<file path="config.mk">
export PLATFORM = sky130hd
export DESIGN_NAME = mips_core
export DESIGN_NICKNAME = d
export VERILOG_FILES = /design/src/common/mips_ctrl_pkg.sv /design/src/common/mips_isa_pkg.sv /design/src/logic/mips_core.sv /design/src/fetch/pc_unit.sv /design/src/logic/register_file.sv /design/src/logic/alu.sv /design/src/logic/main_decoder.sv
export SDC_FILE = /design/constraint.sdc
export NUM_CORES = 2
export LEC_CHECK = 0
export BUFFER_PORTS_ARGS = -buffer_cell sky130_fd_sc_hd__buf_2
export CAP_MARGIN = 20
export CORE_ASPECT_RATIO = 1.75
export CORE_MARGIN = 2
export CORE_UTILIZATION = 35
export CTS_BUF_LIST = sky130_fd_sc_hd__clkbuf_4
export DETAILED_ROUTE_END_ITERATION = 16
export GPL_TIMING_DRIVEN = 0
export HOLD_SLACK_MARGIN = 0.02
export PLACE_DENSITY = 0.52
export SLEW_MARGIN = 10
export SYNTH_ARGS = -nofsm -noshare
export SYNTH_HDL_FRONTEND = slang
export SYNTH_HIERARCHICAL = 1
export SYNTH_SLANG_ARGS = --single-unit
</file>
<file path="constraint.sdc">
create_clock -name clk -period 19.3 [get_ports clk]
set_clock_uncertainty 0.05 [all_clocks]
set_input_delay 3.86 -clock clk [delete_from_list [all_inputs] [get_ports clk]]
set_output_delay 3.86 -clock clk [all_outputs]
set_load 0.01 [all_outputs]
</file>
<file path="src/common/mips_ctrl_pkg.sv">
// MIPS core control-path package
// ALU mode and operation codes, next-PC select encoding
package mips_ctrl_pkg;

    // ========================================================================
    // ALU control
    // ========================================================================
    // decoder's coarse choice; the ALU resolves FUNCT itself
    typedef logic [1:0] alu_mode_t;

    localparam alu_mode_t ALU_MODE_ADD   = 2'd0;
    localparam alu_mode_t ALU_MODE_SUB   = 2'd1;
    localparam alu_mode_t ALU_MODE_FUNCT = 2'd2;

    typedef enum logic [2:0] {
        ALU_ADD,
        ALU_SUB,
        ALU_AND,
        ALU_OR,
        ALU_SLT
    } alu_op_t;

    // ========================================================================
    // next PC select
    // ========================================================================
    typedef logic [1:0] pc_sel_t;

    localparam pc_sel_t PC_SEQ    = 2'd0;
    localparam pc_sel_t PC_BRANCH = 2'd1;
    localparam pc_sel_t PC_JUMP   = 2'd2;
    localparam pc_sel_t PC_REG    = 2'd3;

endpackage

</file>
<file path="src/common/mips_isa_pkg.sv">
// MIPS subset instruction-set package
// machine word widths, instruction field types and opcode/funct encodings
package mips_isa_pkg;

    // ========================================================================
    // widths and field types
    // ========================================================================
    localparam int WORD_W = 32;
    localparam int REG_ADDR_W = 5;

    typedef logic [WORD_W-1:0]     word_t;
    typedef logic [REG_ADDR_W-1:0] reg_addr_t;
    typedef logic [5:0]            opcode_t;
    typedef logic [5:0]            funct_t;
    typedef logic [15:0]           imm_t;

    // ========================================================================
    // opcode field, bits 31:26
    // ========================================================================
    localparam opcode_t OP_RTYPE = 6'b000000;
    localparam opcode_t OP_J     = 6'b000010;
    localparam opcode_t OP_JAL   = 6'b000011;
    localparam opcode_t OP_BEQ   = 6'b000100;
    localparam opcode_t OP_ADDI  = 6'b001000;
    localparam opcode_t OP_LW    = 6'b100011;
    localparam opcode_t OP_SW    = 6'b101011;

    // ========================================================================
    // funct field for R-type, bits 5:0
    // ========================================================================
    localparam funct_t FN_JR  = 6'b001000;
    localparam funct_t FN_ADD = 6'b100000;
    localparam funct_t FN_SUB = 6'b100010;
    localparam funct_t FN_AND = 6'b100100;
    localparam funct_t FN_OR  = 6'b100101;
    localparam funct_t FN_SLT = 6'b101010;

    // jal return address lands here
    localparam reg_addr_t LINK_REG = 5'd31;

endpackage
</file>
<file path="src/logic/mips_core.sv">
// Single-cycle MIPS subset core
// ties decoder, register file, ALU and PC unit together and selects write-back
`timescale 1ns/100ps

module mips_core #(
    parameter int                  DMEM_ADDR_W = 7,
    parameter mips_isa_pkg::word_t RESET_PC    = 32'h0
) (
    input  logic                    clk,
    input  logic                    rst_n,
    output mips_isa_pkg::word_t     imem_addr,
    input  mips_isa_pkg::word_t     instr,
    output logic                    dmem_cen,
    output logic                    dmem_wen,
    output logic [DMEM_ADDR_W-1:0]  dmem_addr,
    output mips_isa_pkg::word_t     dmem_wdata,
    input  mips_isa_pkg::word_t     dmem_rdata,
    output logic                    rf_write,
    output mips_isa_pkg::reg_addr_t rf_waddr,
    output mips_isa_pkg::word_t     rf_wdata
);

    // ========================================================================
    // instruction fields
    // ========================================================================
    mips_isa_pkg::opcode_t   opcode;
    mips_isa_pkg::funct_t    funct;
    mips_isa_pkg::reg_addr_t rs, rt, rd;
    mips_isa_pkg::imm_t      imm;
    mips_isa_pkg::word_t     imm_ext;

    assign opcode  = instr[31:26];
    assign rs      = instr[25:21];
    assign rt      = instr[20:16];
    assign rd      = instr[15:11];
    assign imm     = instr[15:0];
    assign funct   = instr[5:0];
    assign imm_ext = {{16{imm[15]}}, imm};

    logic reg_dst, alu_src, mem_to_reg, reg_write, link, jump, branch, jr, zero;
    mips_ctrl_pkg::alu_mode_t alu_mode;
    mips_isa_pkg::word_t      rs_data, rt_data, alu_b, alu_result, pc, pc_plus4;

    main_decoder u_decoder (
        .opcode(opcode), .funct(funct), .reg_dst(reg_dst), .alu_src(alu_src),
        .mem_to_reg(mem_to_reg), .reg_write(reg_write), .link(link), .jump(jump),
        .branch(branch), .jr(jr), .dmem_cen(dmem_cen), .dmem_wen(dmem_wen),
        .alu_mode(alu_mode)
    );

    register_file u_regs (
        .clk(clk), .rst_n(rst_n), .we(rf_write), .rs_addr(rs), .rt_addr(rt),
        .wr_addr(rf_waddr), .wr_data(rf_wdata), .rs_data(rs_data), .rt_data(rt_data)
    );

    // immediate for lw, sw and addi
    assign alu_b = alu_src ? imm_ext : rt_data;

    alu u_alu (
        .a(rs_data), .b(alu_b), .mode(alu_mode), .funct(funct),
        .result(alu_result), .zero(zero)
    );

    pc_unit #(.RESET_PC(RESET_PC)) u_pc (
        .clk(clk), .rst_n(rst_n), .imm(imm), .index(instr[25:0]), .jump(jump),
        .branch(branch), .jr(jr), .zero(zero), .jr_target(rs_data), .pc(pc),
        .pc_plus4(pc_plus4)
    );

    // ========================================================================
    // memory port and write-back
    // ========================================================================
    assign imem_addr  = pc;
    assign dmem_addr  = alu_result[DMEM_ADDR_W+1:2];
    assign dmem_wdata = rt_data;

    assign rf_write = reg_write;
    assign rf_waddr = link ? mips_isa_pkg::LINK_REG : (reg_dst ? rd : rt);
    assign rf_wdata = link ? pc_plus4 : (mem_to_reg ? dmem_rdata : alu_result);

endmodule

</file>
<file path="src/fetch/pc_unit.sv">
// Program counter unit
// forms branch and jump targets, picks the next PC and registers it
`timescale 1ns/100ps

module pc_unit #(
    parameter mips_isa_pkg::word_t RESET_PC = 32'h0
) (
    input  logic                clk,
    input  logic                rst_n,
    input  mips_isa_pkg::imm_t  imm,
    input  logic [25:0]         index,
    input  logic                jump,
    input  logic                branch,
    input  logic                jr,
    input  logic                zero,
    input  mips_isa_pkg::word_t jr_target,
    output mips_isa_pkg::word_t pc,
    output mips_isa_pkg::word_t pc_plus4
);

    mips_isa_pkg::word_t    branch_target;
    mips_isa_pkg::word_t    jump_target;
    mips_isa_pkg::word_t    pc_next;
    mips_ctrl_pkg::pc_sel_t pc_sel;

    assign pc_plus4      = pc + 32'd4;
    // word offset, sign extended and scaled
    assign branch_target = pc_plus4 + {{14{imm[15]}}, imm, 2'b00};
    assign jump_target   = {pc_plus4[31:28], index, 2'b00};

    // jr first, then jump, then taken branch
    always_comb begin
        if (jr)                pc_sel = mips_ctrl_pkg::PC_REG;
        else if (jump)         pc_sel = mips_ctrl_pkg::PC_JUMP;
        else if (branch && zero) pc_sel = mips_ctrl_pkg::PC_BRANCH;
        else                   pc_sel = mips_ctrl_pkg::PC_SEQ;
    end

    always_comb begin
        case (pc_sel)
            mips_ctrl_pkg::PC_BRANCH: pc_next = branch_target;
            mips_ctrl_pkg::PC_JUMP:   pc_next = jump_target;
            mips_ctrl_pkg::PC_REG:    pc_next = jr_target;
            default:                  pc_next = pc_plus4;
        endcase
    end

    always_ff @(posedge clk) begin
        if (!rst_n) pc <= RESET_PC;
        else        pc <= pc_next;
    end

    assert property (@(posedge clk) rst_n |=> (pc[1:0] == 2'b00))
        else $error("PC not word aligned");

endmodule

</file>
<file path="src/logic/register_file.sv">
// General purpose register file
// 31 writable registers, two async read ports, one sync write port, r0 tied to zero
`timescale 1ns/100ps

module register_file (
    input  logic                   clk,
    input  logic                   rst_n,
    input  logic                   we,
    input  mips_isa_pkg::reg_addr_t rs_addr,
    input  mips_isa_pkg::reg_addr_t rt_addr,
    input  mips_isa_pkg::reg_addr_t wr_addr,
    input  mips_isa_pkg::word_t    wr_data,
    output mips_isa_pkg::word_t    rs_data,
    output mips_isa_pkg::word_t    rt_data
);

    // no storage behind register 0
    mips_isa_pkg::word_t regs [1:31];

    always_ff @(posedge clk) begin
        if (!rst_n) begin
            for (int i = 1; i < 32; i++) begin
                regs[i] <= '0;
            end
        end else if (we && (wr_addr != '0)) begin
            regs[wr_addr] <= wr_data;
        end
    end

    // combinational reads
    assign rs_data = (rs_addr == '0) ? '0 : regs[rs_addr];
    assign rt_data = (rt_addr == '0) ? '0 : regs[rt_addr];

endmodule

</file>
<file path="src/logic/alu.sv">
// Arithmetic and logic unit
// resolves the R-type funct field itself and flags a zero result
`timescale 1ns/100ps

module alu (
    input  mips_isa_pkg::word_t      a,
    input  mips_isa_pkg::word_t      b,
    input  mips_ctrl_pkg::alu_mode_t mode,
    input  mips_isa_pkg::funct_t     funct,
    output mips_isa_pkg::word_t      result,
    output logic                     zero
);

    mips_ctrl_pkg::alu_op_t op;

    // ========================================================================
    // operation select
    // ========================================================================
    always_comb begin
        op = mips_ctrl_pkg::ALU_ADD;
        case (mode)
            mips_ctrl_pkg::ALU_MODE_SUB: op = mips_ctrl_pkg::ALU_SUB;
            mips_ctrl_pkg::ALU_MODE_FUNCT: begin
                case (funct)
                    mips_isa_pkg::FN_SUB: op = mips_ctrl_pkg::ALU_SUB;
                    mips_isa_pkg::FN_AND: op = mips_ctrl_pkg::ALU_AND;
                    mips_isa_pkg::FN_OR:  op = mips_ctrl_pkg::ALU_OR;
                    mips_isa_pkg::FN_SLT: op = mips_ctrl_pkg::ALU_SLT;
                    // add, jr and anything unknown
                    default:              op = mips_ctrl_pkg::ALU_ADD;
                endcase
            end
            default: op = mips_ctrl_pkg::ALU_ADD;
        endcase
    end

    // ========================================================================
    // datapath
    // ========================================================================
    always_comb begin
        case (op)
            mips_ctrl_pkg::ALU_ADD: result = a + b;
            mips_ctrl_pkg::ALU_SUB: result = a - b;
            mips_ctrl_pkg::ALU_AND: result = a & b;
            mips_ctrl_pkg::ALU_OR:  result = a | b;
            // signed compare
            mips_ctrl_pkg::ALU_SLT: result = ($signed(a) < $signed(b)) ? 32'd1 : 32'd0;
            default:                result = '0;
        endcase
    end

    // beq relies on this for the equal case
    assign zero = (result == '0);

endmodule

</file>
<file path="src/logic/main_decoder.sv">
// Main decoder for the single-cycle core
// turns opcode and funct into datapath selects and memory strobes
`timescale 1ns/100ps

module main_decoder (
    input  mips_isa_pkg::opcode_t    opcode,
    input  mips_isa_pkg::funct_t     funct,
    output logic                     reg_dst,
    output logic                     alu_src,
    output logic                     mem_to_reg,
    output logic                     reg_write,
    output logic                     link,
    output logic                     jump,
    output logic                     branch,
    output logic                     jr,
    output logic                     dmem_cen,
    output logic                     dmem_wen,
    output mips_ctrl_pkg::alu_mode_t alu_mode
);

    always_comb begin
        // defaults give a no-op: nothing written, memory idle
        reg_dst    = 1'b0;
        alu_src    = 1'b0;
        mem_to_reg = 1'b0;
        reg_write  = 1'b0;
        link       = 1'b0;
        jump       = 1'b0;
        branch     = 1'b0;
        jr         = 1'b0;
        dmem_cen   = 1'b1;
        dmem_wen   = 1'b1;
        alu_mode   = mips_ctrl_pkg::ALU_MODE_ADD;

        case (opcode)
            mips_isa_pkg::OP_RTYPE: begin
                reg_dst  = 1'b1;
                alu_mode = mips_ctrl_pkg::ALU_MODE_FUNCT;
                case (funct)
                    mips_isa_pkg::FN_JR:  jr = 1'b1;
                    mips_isa_pkg::FN_ADD,
                    mips_isa_pkg::FN_SUB,
                    mips_isa_pkg::FN_AND,
                    mips_isa_pkg::FN_OR,
                    mips_isa_pkg::FN_SLT: reg_write = 1'b1;
                    default: ;
                endcase
            end
            mips_isa_pkg::OP_LW: begin
                alu_src    = 1'b1;
                mem_to_reg = 1'b1;
                reg_write  = 1'b1;
                dmem_cen   = 1'b0;
            end
            mips_isa_pkg::OP_SW: begin
                alu_src  = 1'b1;
                dmem_cen = 1'b0;
                dmem_wen = 1'b0;
            end
            mips_isa_pkg::OP_BEQ: begin
                branch   = 1'b1;
                alu_mode = mips_ctrl_pkg::ALU_MODE_SUB;
            end
            mips_isa_pkg::OP_J:    jump = 1'b1;
            mips_isa_pkg::OP_JAL: begin
                jump      = 1'b1;
                link      = 1'b1;
                reg_write = 1'b1;
            end
            mips_isa_pkg::OP_ADDI: begin
                alu_src   = 1'b1;
                reg_write = 1'b1;
            end
            default: ;
        endcase
    end

endmodule

</file>
; ---- Word-level counts from Yosys, hierarchy flattened
; Memory sizes are Yosys's and may differ from the RTL's.
; Index checks and enable logic that the tools add are counted.
[word_totals]
register_bits = 32
ramBits = 992
elab_cells = 79
memories = 1
[op_classes]
n_addsub = 4
magnitude_cmp = 1
eq_ne = 21
n_mux = 35
bitwise = 2
n_reduce_logical = 14
[mem_list]
columns = name, words, word_bits, read_ports, rd_ports_with_merged_regs, write_ports, line_no
row1 = u_regs.regs, 31, 32, 2, 0, 31, register_file.sv:18  ; mips_isa_pkg::word_t regs [1:31];
[op_table]
columns = cell, count
row1 = $mux 32, 6
row2 = $pmux 32 s5, 1
row3 = $pmux 32 s3, 1
row4 = $add 32x32->32, 2
row5 = $eq 6x6->1 const B, 7
row6 = $add 32x3->32 const B, 1
row7 = $and 32x32->32, 1
row8 = $logic_not 32->1, 1
row9 = $lt 32x32->1, 1
row10 = $or 32x32->32, 1
row11 = $reduce_or 32->1, 1
row12 = $sub 32x32->32, 1
row13 = $mux 1, 18
row14 = $mux 5, 3
row15 = $eq 6x2->1 const B, 2
row16 = $eq 6x4->1 const B, 2
row17 = $pmux 3 s4, 1
row18 = $logic_not 5->1, 2
row19 = $eq 2x2->1 const B, 3
row20 = $eq 3x2->1 const B, 2
row21 = $eq 6x3->1 const B, 1
row22 = $logic_not 6->1, 1
row23 = $pmux 3 s2, 1
row24 = $reduce_or 3->1, 2
row25 = other kinds (11), 15

; ---- Depth between registers and ports, before layout
[depth]
word_depth = 14
mapped_depth = 34
ltp_nobuf = 26

; ---- Modules after synthesis
; Netlist, hierarchy kept.
[modules_own_cells]
columns = module, instances, cells_each, area_per_inst_um2
row1 = register_file, 1, 3505, 54214.5
row2 = alu, 1, 812, 5421.4
row3 = pc_unit, 1, 512, 3801.1
row4 = mips_core, 1, 174, 1231.2
row5 = main_decoder, 1, 25, 170.2

; ---- Worst setup path before layout
; OpenSTA, ideal clock, no wires.
[synth_timing]
kind = input-to-output
from = input instr[16]
to = output rf_wdata[30]
t_arrival_ns = 8.504
required_ns = 15.390
path_slack_ns = 6.886
path_stages = 21
path_buffers = 4
path_cell_list = clkbuf_1 > buf_6 > buf_6 > buf_6 > mux4_2 > a2111oi_0 > nor3_1 > mux2_2 > ha_1 > fa_1 > nor2_1 > o311ai_2 > a21o_1 > a211oi_2 > o41ai_4 > nor2_1 > a211oi_2 > o311a_1 > a31oi_1 > mux2i_1 > o21ai_0
[synth_via]
elab_chain_len = 7
[synth_lines]
columns = element, line_no
row1 = "start, declared", mips_core.sv:12  ; input mips_isa_pkg::word_t instr,
row2 = $mem_v2 31x32 or $logic_not 5->1 (tied branches), --
row3 = $mux 32 (*), register_file.sv:32  ; assign rt_data = (rt_addr == '0) ? '0 : regs[rt_addr];
row4 = net dmem_wdata[0], mips_core.sv:16  ; output mips_isa_pkg::word_t dmem_wdata,
row5 = $mux 32 (*), mips_core.sv:57  ; assign alu_b = alu_src ? imm_ext : rt_data;
row6 = net alu_b[0], mips_core.sv:42  ; mips_isa_pkg::word_t rs_data, rt_data, alu_b, alu_result, pc, pc_plus4;
row7 = $sub 32x32->32 or $add 32x32->32 (tied branches), "alu.sv:43, alu.sv:42"
row8 = $pmux 32 s5 (*), alu.sv:41  ; case (op)
row9 = net alu_result[30], mips_core.sv:42
row10 = $mux 32 (*) (2 in series), mips_core.sv:79  ; assign rf_wdata = link ? pc_plus4 : (mem_to_reg ? dmem_rdata : alu_result);
row11 = "end, declared", mips_core.sv:20  ; output mips_isa_pkg::word_t rf_wdata
; Mark *: on every way through the listed nets, which the timed path passes. The rest lies on a longest branch.

; ---- Worst setup path after layout
[layout_timing]
from = input instr[18]
to = output rf_wdata[0]
[layout_via]
elab_chain_len = 8
[layout_lines]
columns = element, line_no
row1 = $mem_v2 31x32 or $logic_not 5->1 (tied branches), --
row2 = $mux 32 (*), register_file.sv:32
row3 = $mux 32 (*), mips_core.sv:57
row4 = net alu_b[7], mips_core.sv:42
row5 = $lt 32x32->1 (*), alu.sv:47  ; mips_ctrl_pkg::ALU_SLT: result = ($signed(a) < $signed(b)) ? 32'd1 : 32'd0;
row6 = $mux 1 (*), alu.sv:47
row7 = $pmux 32 s5 (*), alu.sv:41
row8 = net alu_result[0], mips_core.sv:42
row9 = $mux 32 (*) (2 in series), mips_core.sv:79
; Marked as above.

==> results.sh <==
export IMPL_cts_tree="yes"
export IMPL_crit_arrival_ns=14.11
export IMPL_tns_ns=0
export IMPL_yosysTopAreaCell="edfxtp_1"
export IMPL_worstSetupPathType="input pin to primary output"
export IMPL_multiInputGateArea_um2=31300
export IMPL_drv_slew=0
export IMPL_crit_path_end_kind="primary output"
export IMPL_min_period_ns=18.02
export IMPL_async_reset_ff_share_pct=0
export IMPL_dr_pass1_iters=9
export IMPL_clockBufferDepth=4
export IMPL_r2r_end="u_pc/pc[28]"
export IMPL_grt_antenna_before_repair=20
export IMPL_synth_top_area_share_pct=47.4
export IMPL_synth_flop_cell="edfxtp_1"
export IMPL_syn_inst=5028
export IMPL_hold_buffers=0
export IMPL_boundaryPins=177
export IMPL_num_fill_cells=17800
export IMPL_r2r_setup_slack_ns=8.66
export IMPL_dieHeight_um=573
export IMPL_wirelength_um=321000
export IMPL_drt_iter0_drc=5767
export IMPL_cts_max_level=4
export IMPL_cts_root_buffer="clkbuf_4"
export IMPL_viasPerCell=6.13
export IMPL_cp_start_kind="input pin"
export IMPL_cts_clk_slew_worst_paths_ns=0.06
export IMPL_dieArea_um2=189000
export IMPL_gp_congestion=1.03
export IMPL_num_rows=209
export IMPL_num_vias=50500
export IMPL_synth_seq_area_share_pct=48.4
export IMPL_yosysWarnings=6
export IMPL_insertion_delay_ns=1.23
export IMPL_hold_path_class="register to register"
export IMPL_period_share_pct=93.4
export IMPL_worstPathRequired_ns=15.39
export IMPL_grt_pass1_vias=51200
export IMPL_ys_top_cells_by_area="edfxtp_1 (47%), mux4_2 (16%), and2_1 (9.7%)"
export IMPL_drv_cap=0
export IMPL_setup_viol=0
export IMPL_core_area_um2=185000
export IMPL_seq_area_um2=31400
export IMPL_relSlewSlack_pct=10.6
export IMPL_path_max_fanout=12
export IMPL_whs_endpoint="u_pc/pc[0]"
export IMPL_cts_sinks=1056
export IMPL_post_cts_buffers=0
export IMPL_synth_seq_cells=1056
export IMPL_syn2layout_area_growth_pct=14.6
export IMPL_p_per_area_nw_per_um2=85.1
export IMPL_synth_edf_count=1024
export IMPL_start_util_pct=35.1
export IMPL_grt_max_degree=22
export IMPL_post_drt_wl_per_cell_um=38.9
export IMPL_outcome="complete, no violations"
export IMPL_power_mw=6.32
export IMPL_netlist_cell_type_count=110
export IMPL_place_hpwl_um=252000
export IMPL_timing_rr_start="u_regs/regs[14][7]"
export IMPL_worstHoldPathCells=3
export IMPL_layout_drive_gt1_share_pct=25.9
export IMPL_postRouteAntennaNets=0
export IMPL_finalHoldViolations=0
export IMPL_grt_pass1_wl_um=427000
export IMPL_ir_drop_mv=0.0544
export IMPL_numPortBuffers=175
export IMPL_ff2ff_path_depth=25
export IMPL_netlist_area_um2=64800
export IMPL_cts_buffers=244
export IMPL_p_leak_nw=27.6
export IMPL_worstMarginPinSlew_ns=1.33
export IMPL_drcViolationCount=0
export IMPL_nets=5816
export IMPL_hp_start="u_pc/pc[0]"
export IMPL_max_freq_ghz=0.0555
export IMPL_avgSynthCellArea_um2=12.9
export IMPL_cts_resized_gates=0
export IMPL_rsz0062_at_grt="no"
export IMPL_grt_overflow=0
export IMPL_die_w_um=329
export IMPL_grt_util_all_layers_pct=33.5
-- cell usage after synthesis (11+ instances only) --
cell type  number
or2_2          11
nor3_1         81
a221oi_1       24
nand3_1        45
mux2_2         33
buf_1          21
nor2_1        149
a211oi_1       29
nand4_1        21
o22ai_1       119
a31oi_1        21
inv_1         125
o221ai_1       19
mux2_4         13
nand2b_1       23
mux2i_1       184
a2111oi_0      16
mux4_2        472
o21ai_1        29
and2_1       1005
nor4_1         19
ha_1          137
o21a_1         11
buf_4          48
o21ai_0       138
a22o_1         53
o211ai_1       28
a2111oi_1      41
nand2_1       143
xnor2_1        34
buf_6          27
nor2b_1        34
buf_2          62
a21oi_1       134
clkbuf_1      320
dfxtp_1        32
a22oi_1        20
xor2_1         23
o21bai_1       17
edfxtp_1     1024
a21o_1         32
-- through the flow --
step	cell area [um2]	util [%]	setup slack (ns)	hold slack, ns	cells
after floorplan	65000	-	6.89	0.604	5059
after global placement	68900	37.3	0.128	0.580	7660
after detailed placement	71200	38.5	1.89	0.581	7782
after CTS	74200	40.2	1.87	0.603	8207
after global routing	74300	40.2	1.48	0.635	8221
final	74300	40.3	1.28	0.614	8237
-- logic make-up (layout without fill, tap and decap cells) --
kind of cell               count (synthesis)  after routing  share of synthesized area [%]
DFF                                     1056           1056                           48.4
other                                      1             54                        0.00578
and+or+nand+nor                         1625           1625                           14.6
adders and majority gates                140            140                           2.74
xor gates and xnor gates                  58             58                          0.795
buffers and inverters                    613           1343                           4.33
AOI/OAI and AO/OA                        833            833                           8.98
muxes                                    702            702                           20.1
-- layout make-up --
| cell class | count | share of cell area [%] |
|---|---|---|
| Inverter | 130 | 0.657 |
| Clock buffer | 351 | 3.55 |
| Tap cell | 2426 | 4.08 |
| Buffer | 483 | 3.16 |
| Sequential cell | 1056 | 42.2 |
| Antenna cell | 22 | 0.0741 |
| Timing Repair Buffer | 305 | 3.60 |
| Multi-Input combinational cell | 3390 | 42.1 |
| Clock inverter | 74 | 0.508 |
-- state kept, by name, indices dropped and copies added, names as in the netlist --
register and cells:
u_regs/regs 1024, u_pc/pc 32
-- critical path, stage by stage --
cell and delay [ns]:
buf_2 0.14, buf_2 0.31, buf_2 0.43, buf_2 0.55, nand3b_1 1.01, buf_2 0.75
o22ai_1 0.30, a2111oi_1 0.19, nor3_1 0.76, mux2_4 0.46, inv_1 0.10, ha_1 0.28
buf_2 0.20, nor2b_1 0.10, o31ai_1 0.23, a31oi_1 0.12, o211ai_1 0.65, nor3_1 0.15
o21ai_0 0.58, o21ai_0 0.50, a21oi_1 0.91, mux2i_1 0.29, o21ai_1 0.88, buf_2 0.29
-- worst max path at each step --
stage,startpoint,endpoint,depth (start not counted)
floorplan,instr[16],rf_wdata[30],21
global placement,instr[25],rf_wdata[30],23
detailed placement,instr[18],rf_wdata[0],24
CTS,instr[18],rf_wdata[0],24
global route,instr[17],rf_wdata[0],23
finish,instr[18],rf_wdata[0],24
-- per-layer routing --
| metal | share of wire (%) | wire length, um | up-vias | global-route usage [%] |
|---|---|---|---|---|
| li1 | - | - | 20500 | - |
| met1 | 30 | 96700 | 25600 | 31.8 |
| met2 | 50 | 162000 | 3120 | 58.2 |
| met3 | 7.0 | 22500 | 1221 | 6.51 |
| met4 | 12 | 39700 | 10 | 34.2 |
| met5 | 0.022 | 70 | - | 0 |
-- power by group --
group | leakage (nW) | switching (mW) | internal, mW
sequential | 10.8 | 0.0538 | 2.61
combinational | 15.0 | 1.28 | 0.552
clock | 1.80 | 0.954 | 0.870
total | 27.6 | 2.29 | 4.03
-- cell usage in the layout (no fill, tap or decap), types with 24 or more instances in the layout --
cell type,netlist,final
mux2_2,33,33
a21o_1,32,32
and2_1,1005,1005
o21ai_4,0,31
ha_1,137,137
xnor2_1,34,34
nand2_1,143,143
a2111oi_1,41,44
a221oi_1,24,24
nor3_2,1,30
edfxtp_1,1024,1024
clkbuf_4,1,352
nand3_1,45,45
conb_1,1,32
buf_8,4,25
buf_4,48,82
dfxtp_1,32,32
o21ai_0,138,105
buf_2,62,245
buf_12,0,33
a211oi_1,29,29
mux2i_1,184,182
o21ai_1,29,29
a22o_1,53,53
mux4_2,472,472
nor3_1,81,52
clkinv_1,2,58
o211ai_1,28,28
a21oi_1,134,134
inv_1,125,125
nor2b_1,34,34
o22ai_1,119,119
nor2_1,149,148
clkbuf_1,320,305
buf_6,27,49
No activity file was read; power rests on OpenSTA's default activity.
